--- config.mk ---
export PLATFORM = sky130hd
export DESIGN_NAME = poly_mem_arbiter
export DESIGN_NICKNAME = d
export VERILOG_FILES = /design/src/common/mldsa_sampler_pkg.sv /design/src/poly_mem_arbiter.sv
export SDC_FILE = /design/constraint.sdc
export NUM_CORES = 1
export LEC_CHECK = 0
export ABC_AREA = 1
export BUFFER_PORTS_ARGS = -buffer_cell sky130_fd_sc_hd__buf_2
export CAP_MARGIN = 0
export CORE_AREA = 4 4 150 152
export CTS_BUF_LIST = sky130_fd_sc_hd__clkbuf_4
export DETAILED_ROUTE_END_ITERATION = 8
export DIE_AREA = 0 0 154 156
export GPL_TIMING_DRIVEN = 0
export SYNTH_ARGS = -nofsm -noshare
export SYNTH_HDL_FRONTEND = slang
export SYNTH_SLANG_ARGS = --single-unit
--- constraint.sdc ---
create_clock -name clk -period 0.8 [get_ports clk]
set_clock_uncertainty 0.1 [all_clocks]
set_input_delay 0.08 -clock clk [delete_from_list [all_inputs] [get_ports clk]]
set_output_delay 0.08 -clock clk [all_outputs]
set_load 0.1 [all_outputs]
--- src/common/mldsa_sampler_pkg.sv ---
/*
 * Shared constants, vector typedefs and memory request/response structs
 * for the ML-DSA rejection sampler subsystem
 */
`default_nettype none

package mldsa_sampler_pkg;

  // Modulus and sampler geometry
  localparam int unsigned MLDSA_Q         = 8380417;
  localparam int unsigned NUM_SAMPLERS    = 5;
  localparam int unsigned SAMPLE_W        = 24;
  localparam int unsigned COEFF_W         = 23;
  localparam int unsigned COEFFS_PER_WORD = 4;
  localparam int unsigned POLY_WORDS      = 64;
  localparam int unsigned ADDR_W          = 6;

  typedef logic [SAMPLE_W-1:0]                 sample_t;
  typedef logic [COEFF_W-1:0]                  coeff_t;
  typedef logic [ADDR_W-1:0]                   mem_addr_t;
  // Coefficient 0 sits in the low bits
  typedef logic [COEFFS_PER_WORD*COEFF_W-1:0]  mem_word_t;

  // One memory access, write when we is set
  typedef struct packed {
    logic      we;
    mem_addr_t addr;
    mem_word_t wdata;
  } mem_req_t;

  // Read data returned to the host
  typedef struct packed {
    logic      valid;
    mem_word_t data;
  } rd_rsp_t;

endpackage

`default_nettype wire

--- src/poly_mem_arbiter.sv ---
/*
 * Polynomial memory arbiter
 * Writer has fixed priority, host read waits in a one-deep slot
 */
`timescale 1ns/1ps
`default_nettype none

module poly_mem_arbiter (
  input  logic                         clk,
  input  logic                         rst_n_i,
  input  logic                         zeroize_i,
  input  mldsa_sampler_pkg::mem_req_t  wr_req_i,
  input  logic                         rd_req_i,
  input  mldsa_sampler_pkg::mem_addr_t rd_addr_i,
  output mldsa_sampler_pkg::mem_req_t  mem_req_o,
  input  mldsa_sampler_pkg::mem_word_t mem_rdata_i,
  output mldsa_sampler_pkg::rd_rsp_t   rd_rsp_o
);

  logic                         pend_q;
  mldsa_sampler_pkg::mem_addr_t pend_addr_q;
  logic                         rd_issue;
  logic                         issued_q;

  // Read goes out only in a cycle the writer leaves free
  assign rd_issue = pend_q && !wr_req_i.we;

  always_comb begin
    if (wr_req_i.we) begin
      mem_req_o = wr_req_i;
    end else begin
      mem_req_o.we    = 1'b0;
      mem_req_o.addr  = pend_addr_q;
      mem_req_o.wdata = '0;
    end
  end

  always_ff @(posedge clk) begin
    if (!rst_n_i || zeroize_i) begin
      pend_q   <= 1'b0;
      issued_q <= 1'b0;
    end else begin
      // Host keeps at most one request outstanding
      if (rd_req_i) begin
        pend_q <= 1'b1;
      end else if (rd_issue) begin
        pend_q <= 1'b0;
      end
      issued_q <= rd_issue;
    end
  end

  // Address is payload
  always_ff @(posedge clk) begin
    if (rd_req_i) begin
      pend_addr_q <= rd_addr_i;
    end
  end

  // Memory data is ready one cycle after the read is issued
  assign rd_rsp_o.valid = issued_q;
  assign rd_rsp_o.data  = mem_rdata_i;

endmodule

`default_nettype wire

==> out/results.tsv <==
metric	value	unit
layout_common_cells	buf_2 (200), buf_12 (113), buf_4 (94)	
area_delta_synth_final	290	%
cts_buffer_depth	2	
critPathLaunchType	flip-flop	
synth.avg_cell_area	5.52	um^2
design_area	6960	um^2
dp_slack	-0.574	ns
crit_cells	3	
tightestPinTransition	0.529	ns
synth_top_family_by_area	buffers and inverters	
drtIter0Drc	78	
grt.total_usage	10.0	%
startpoint	pend_addr_q[1]$_DFFE_PP_	
drv_cap	0	
fin_crit_sh	146	%
synth_area	1780	um^2
cp_num_buf_inv	1	
final_common_cell	buf_2	
rsz0062_at_grt	yes	
wl_per_cell	14.4	um
ir_drop	964	uV
hold_class	input pin to flip-flop	
ant_nets	0	
cpPeakStageDelay	0.41	ns
clk_pin_slew	0.06	ns
slew_headroom	65.0	%
num-nets-final	849	
setup_slack	-0.369	ns
r2r-end	pend_q$_SDFFE_PP0P_	
drc	0	
placed_area	4140	um^2
reg2reg_depth	2	
core	21000	um^2
endpoint	mem_req_o[93]	
crit_fanout	1	
grt_max_degree	8	
finalMaxSlewViolations	0	
postLayoutCoreUtil	33.1	%
synthAdderAreaFrac	0	%
crit_slowest_cell	edfxtp_1	
grt.overflow.total	0	
antenna_found_initial	2	
io_buffer_count	299	
fmax	0.856	GHz
cts_root_buf	clkbuf_4	
syn_inst	323	
dp_hpwl	9.25	mm
io_pins	393	
crit_chain	nand2_4 > nand2_8 > buf_12	
synth_cell_types	10	
status	finished, violations left	
r2r_start	pend_q$_SDFFE_PP0P_	
yosysWarnings	0	
period_needed	1.17	ns
wirelength	13.3	mm
drive_gt1_share	97.1	%
cts-buffers-inserted	3	
clkLatencyLatePin	0.24	ns
place_congestion	0.782	
synthXorXnorAreaFrac	0	%
fp.dieW	154	um
r2r_slack	0.17	ns
worstSetupPathType	flip-flop to output pin	
vias	3010	
leakage	3.28	nW
synth_compound_area_share	0.281	%
worst_setup_path_end_kind	output pin	
crit_arrival	0.99	ns
die_h	156	um
yosysSeqAreaShare	12.4	%
dr.pass1.iters	4	
grt_pass1_wl	19.1	mm
start_util	8.48	%
rows	53	
synth_fp_nets	524	
required	0.62	ns
critical_path.top_delay_family	flip-flops	
cts_tree	done	
finalHoldViolCount	8	
finalSetupViolCount	99	
ys_ff_latch	8	
dieArea	24000	um^2
synthMuxAreaShare	0	%
vias_per_cell	3.26	
htree_num_levels	1	
synth-simple-area-share	24.0	%
powerDensity	1200	nW/um^2
cts.sinks	8	
whs	-0.0987	ns
first_global_vias	3315	
violations	hold timing, setup timing	
per-stage QoR:
step	total power [mW]	TNS, ns	cells	hold WS [ns]
after floorplan	5.31	-22.65	323	0.0789
after global placement	6.13	-45.30	897	0.159
after detailed placement	6.14	-45.58	897	0.158
after CTS	8.36	-16.19	926	-0.110
after global routing	8.56	-17.14	923	-0.112
final	8.33	-14.83	923	-0.0987
routing by layer:
layer	track usage (%)	part of all wire (%)	up-vias
met5	0	0.098	-
met4	2.57	2.2	2
met3	1.94	7.9	18
met2	19.0	56	183
met1	11.5	34	1372
li1	-	-	1435
how the worst min path moves through the flow:
stage | end | slack [ns] | cells after the start | from
2_1_floorplan | pend_addr_q[0]$_DFFE_PP_ | 0.08 | 0 | rd_addr_i[0]
3_3_place_gp | pend_addr_q[4]$_DFFE_PP_ | 0.16 | 1 | rd_addr_i[4]
3_5_place_dp | pend_addr_q[4]$_DFFE_PP_ | 0.16 | 1 | rd_addr_i[4]
4_1_cts | pend_addr_q[3]$_DFFE_PP_ | -0.11 | 1 | rd_addr_i[3]
5_1_grt | pend_addr_q[5]$_DFFE_PP_ | -0.11 | 1 | rd_addr_i[5]
6_report | pend_addr_q[0]$_DFFE_PP_ | -0.1 | 1 | rd_addr_i[0]
synthesized netlist by cell type:
cell type / number / share of area (%)
nand2_1: 113 / 24
buf_4: 94 / 40
inv_1: 94 / 20
buf_2: 9 / 2.5
edfxtp_1: 6 / 10
buf_6: 2 / 1.3
dfxtp_1: 2 / 2.2
a21oi_1: 1 / 0.28
inv_2: 1 / 0.21
nor2_1: 1 / 0.21
cell type report:
type,count,area (um^2)
buffer,102,881
antenna,1,2.50
tap,275,344
timing repair buffer,323,3460
multi-input combinational,115,1300
inverter,95,709
clock buffer,4,30.0
sequential,8,221
fill,2036,14100
worst reg2reg max path, cell delays in order (launching register included):
cell and delay, ns:
dfxtp_1 0.32, nand2_1 0.05, a21oi_1 0.10
flip-flops by register name, summed over array words and instances, names as in the netlist:
register and count:
issued_q 1, pend_addr_q 6, pend_q 1
power breakdown:
part,internal [mW],total [mW],switching [mW]
logic,2.32,7.48,5.16
registers,0.478,0.495,0.0167
clock network,0.224,0.354,0.130
timing repair:
action,in CTS,in global routing
resized for setup,633,14
setup endpoints to repair,99,99
pin swaps,15,8
endpoints found under the hold margin,8,7
cloned,12,0
setup buffers,14,1
cell families (layout without fill, tap and decap cells):
kind of cell           Yosys count  after routing
flip-flops                       8              8
other                            0              1
AND/OR/NAND/NOR                114            114
buffers and inverters          200            524
AO/OA/AOI/OAI                    1              1
No activity file was read; power rests on OpenSTA's default activity.
