## src/common/mldsa_sampler_pkg.sv

```systemverilog
/*
 * Shared constants, vector typedefs and memory request/response structs
 * for the ML-DSA rejection sampler subsystem
 */
`default_nettype none

package mldsa_sampler_pkg;

  // Modulus and sampler geometry
  localparam int unsigned MLDSA_Q         = 8380417;
  localparam int unsigned NUM_SAMPLERS    = 5;
  localparam int unsigned SAMPLE_W        = 24;
  localparam int unsigned COEFF_W         = 23;
  localparam int unsigned COEFFS_PER_WORD = 4;
  localparam int unsigned POLY_WORDS      = 64;
  localparam int unsigned ADDR_W          = 6;

  typedef logic [SAMPLE_W-1:0]                 sample_t;
  typedef logic [COEFF_W-1:0]                  coeff_t;
  typedef logic [ADDR_W-1:0]                   mem_addr_t;
  // Coefficient 0 sits in the low bits
  typedef logic [COEFFS_PER_WORD*COEFF_W-1:0]  mem_word_t;

  // One memory access, write when we is set
  typedef struct packed {
    logic      we;
    mem_addr_t addr;
    mem_word_t wdata;
  } mem_req_t;

  // Read data returned to the host
  typedef struct packed {
    logic      valid;
    mem_word_t data;
  } rd_rsp_t;

endpackage

`default_nettype wire

```

## src/poly_writer.sv

```systemverilog
/*
 * Polynomial writer
 * Turns coefficient groups into sequential memory writes, flags done
 */
`timescale 1ns/1ps
`default_nettype none

module poly_writer (
  input  logic                         clk,
  input  logic                         rst_n_i,
  input  logic                         zeroize_i,
  input  logic                         start_i,
  input  logic                         data_valid_i,
  input  mldsa_sampler_pkg::mem_word_t data_i,
  output mldsa_sampler_pkg::mem_req_t  wr_req_o,
  output logic                         done_o
);

  localparam mldsa_sampler_pkg::mem_addr_t LAST_ADDR =
    mldsa_sampler_pkg::mem_addr_t'(mldsa_sampler_pkg::POLY_WORDS - 1);

  logic                         active_q;
  logic                         done_q;
  mldsa_sampler_pkg::mem_addr_t addr_q;
  logic                         wr_en;

  // Groups outside an active fill are dropped
  assign wr_en = active_q && data_valid_i;

  assign wr_req_o.we    = wr_en;
  assign wr_req_o.addr  = addr_q;
  assign wr_req_o.wdata = data_i;
  assign done_o         = done_q;

  always_ff @(posedge clk) begin
    if (!rst_n_i || zeroize_i) begin
      active_q <= 1'b0;
      done_q   <= 1'b0;
      addr_q   <= '0;
    end else if (start_i) begin
      // New polynomial restarts at word 0
      active_q <= 1'b1;
      done_q   <= 1'b0;
      addr_q   <= '0;
    end else if (wr_en) begin
      addr_q <= addr_q + mldsa_sampler_pkg::mem_addr_t'(1);
      // Last word closes the polynomial
      if (addr_q == LAST_ADDR) begin
        active_q <= 1'b0;
        done_q   <= 1'b1;
      end
    end
  end

endmodule

`default_nettype wire

```

## config.mk

```make
export PLATFORM = sky130hd
export DESIGN_NAME = poly_writer
export DESIGN_NICKNAME = d
export VERILOG_FILES = /design/src/common/mldsa_sampler_pkg.sv /design/src/poly_writer.sv
export SDC_FILE = /design/constraint.sdc
export NUM_CORES = 1
export LEC_CHECK = 0
export BUFFER_PORTS_ARGS = -buffer_cell sky130_fd_sc_hd__buf_4
export CAP_MARGIN = 15
export CORE_AREA = 2 2 77 79
export CTS_BUF_LIST = sky130_fd_sc_hd__clkbuf_8 sky130_fd_sc_hd__clkbuf_16
export CTS_CLUSTER_DIAMETER = 200
export DETAILED_ROUTE_END_ITERATION = 10
export DIE_AREA = 0 0 79 81
export GPL_TIMING_DRIVEN = 0
export PLACE_DENSITY = 0.7
export SYNTH_ARGS = -nofsm -noshare
export SYNTH_HDL_FRONTEND = slang
export SYNTH_SLANG_ARGS = --single-unit
```

## constraint.sdc

```tcl
create_clock -name clk -period 2.13 [get_ports clk]
set_input_delay 0.1065 -clock clk [delete_from_list [all_inputs] [get_ports clk]]
set_output_delay 0.1065 -clock clk [all_outputs]
set_load 0.05 [all_outputs]
```

==> impl_metrics.tcl <==
set metrics [dict create \
    drt.antenna.violating_nets 0 \
    routed.top_layer "met4" \
    diodes 0 \
    grt_pass1_wl_um 4260 \
    synth_top_cell_by_area "buf_4" \
    yosys-top-cells-area "buf_4, dfxtp_1, nand2_1" \
    syn_area_um2 1050 \
    rrSetupSlack_ns 0.83 \
    hold_buffers 0 \
    syn_to_final_growth_pct 86.8 \
    final_common_cell "buf_4" \
    die_w_um 79 \
    dp_hpwl_um 2930 \
    place_congestion 0.733 \
    tns_ns 0 \
    grt_overflow 0 \
    rsz0062_at_grt "no" \
    swShare_pct 47.2 \
    fin_crit_ns 1.30 \
    synthesis.nets 234 \
    clock_path_buffers 2 \
    viasPerCell 3.63 \
    fmax_ghz 0.770 \
    crit_required_ns 2.28 \
    cp_num_buf_inv 0 \
    crit_path_start_kind "flip-flop" \
    core_um2 5680 \
    drt-met1-wl_um 836 \
    cpPeakStageDelay_ns 0.42 \
    r2r_start "addr_q[0]$_SDFFE_PP0P_" \
    route.detailed.drc 0 \
    critical-path-top-delay-family "simple AND/OR/NAND/NOR gates" \
    dr_total_vias 1154 \
    intPower_w 0.000503 \
    post_cts_buffers 0 \
    wl_met2_um 1740 \
    htree_levels 1 \
    slew_headroom_pct 73.2 \
    path_clk_slew_ns 0.04 \
    cts-buffers-inserted 3 \
    antenna_found_initial 0 \
    cp.arrival_ns 1.45 \
    first_pass_iters 4 \
    rows 28 \
    cts.root.buffer_cell "clkbuf_8" \
    path_cells "ha_1, nand4_1, or3_1, a21oi_1" \
    min_from "start_i" \
    period_share_pct 61.0 \
    synth_top_area_share_pct 66.2 \
    outcome "finished clean" \
    grt_pass1_vias 1040 \
    syn_inst 136 \
    slew_violations 0 \
    clock_skew_ns 0.00511 \
    die_h_um 81 \
    p_leak_nw 1.10 \
    layout_common_cells "buf_4, dfxtp_1, nand2_1, nand3_1" \
    vdd_drop_max_uv 261 \
    grt_start_max_net_pins 7 \
    grt_usage_pct 8.18 \
    combPwrFrac_pct 65.3 \
    post_drt_wl_per_cell_um 10.1 \
    ys_ff_latch 8 \
    cp-startpoint "addr_q[0]$_SDFFE_PP0P_" \
    hold_viol 0 \
    finalSetupViolCount 0 \
    fin_ws_ns 0.831 \
    netlist-cell-type-count 19 \
    initial_core_util_pct 18.6 \
    clk_latency_ns 0.22 \
    avgSynthCellArea_um2 7.76 \
    yosysWarnings 0 \
    portBuffers 104 \
    ys_seq_area_share_pct 15.2 \
    hold_class "in -> reg" \
    worst_setup_path_end_kind "flip-flop" \
    switching_power_w 0.000449 \
    tightest_slew_ns 0.401 \
    cts.sink_count 8 \
    cts_tree "done" \
    criticalPathCategory "reg -> reg" \
    power_density_nw_per_um2 483 \
    routed-wl-met3_um 620 \
    power_frac_seq_pct 16.1 \
    postRouteWirelength_um 3200 \
    drive_above_1_share_pct 82.7 \
    max_cap_violations 0 \
    ioPinCount 197 \
    die-area_um2 6400 \
    critPathMaxFanout 5 \
    fin_nets 343 \
    place_ws_ns 0.747 \
    cp_slowest_cell "dfxtp_1" \
    p_clk_share_pct 18.6 \
    cts_resized 0 \
    drtIter0Drc 7 \
]
metal layers:
metal | GRT usage [%] | vias to the layer above
met3 | 3.33 | 2
met1 | 6.94 | 487
li1 | - | 552
met4 | 2.07 | 0
met5 | 0 | -
met2 | 17.3 | 113
power groups by stage:
stage | Clock (W) | Sequential (W) | Combinational, W
floorplan | 0 | 0.000156 | 0.000475
global placement | 0 | 0.000156 | 0.000621
detailed placement | 0 | 0.000156 | 0.000625
CTS | 0.000182 | 0.000154 | 0.000626
global route | 0.000190 | 0.000154 | 0.000642
finish | 0.000177 | 0.000154 | 0.000621
worst reg2reg max path: stages, from the launching register on:
cell     delay, ns
dfxtp_1       0.42
ha_1          0.20
nand4_1       0.14
or3_1         0.33
a21oi_1       0.14
flip-flops by register name, summed over array words and instances (netlist names):
register and cells:
done_o 1, addr_q 6, active_q 1
path summary, 6_finish.rpt:
path / to / cells after the start
worst min register to register: done_o$_SDFFE_PP0P_ / 1
worst max-delay path: addr_q[4]$_SDFFE_PP0P_ / 4
worst max register to register: addr_q[4]$_SDFFE_PP0P_ / 4
worst min-delay path: active_q$_SDFFE_PP0P_ / 3
stage by stage:
stage	util, %	instances	hold slack, ns	total power (W)	area (um2)
final	34.7	318	0.109	0.000952	1970
after detailed placement	34.0	315	0.335	0.000781	1930
after global placement	34.0	315	0.326	0.000777	1930
after floorplan	-	136	0.215	0.000631	1050
after CTS	34.7	318	0.109	0.000961	1970
after global routing	34.7	318	0.140	0.000986	1970
cell type report:
class	instances	area, um2
plain buffers	94	703
clock buffers	3	41.3
fillers	622	3700
inverters	2	7.51
multi-input cells	32	184
flip-flops and latches	8	160
well taps	75	93.8
repair buffers	104	781
cells in the mapped netlist:
master / number
nand3_1: 4
o21a_1: 1
xor2_1: 2
o211ai_1: 1
nor2_1: 3
or4_1: 1
buf_4: 93
ha_1: 1
nor3b_1: 1
or3_1: 2
inv_1: 2
nor2b_1: 1
dfxtp_1: 8
o21ai_0: 3
nand2_1: 6
clkbuf_2: 1
or3b_1: 1
nand4_1: 2
a21oi_1: 3
logic make-up after synthesis:
logic type               count (synthesis)  synth area share [%]
buffers and inverters                   96                  67.4
AND/OR/NAND/NOR                         21                  10.3
AO/OA/AOI/OAI                            8                  4.27
flip-flops                               8                  15.2
XOR/XNOR                                 2                  1.66
adder cells (fa/ha/maj)                  1                  1.19
No activity file was read; power rests on OpenSTA's default activity.
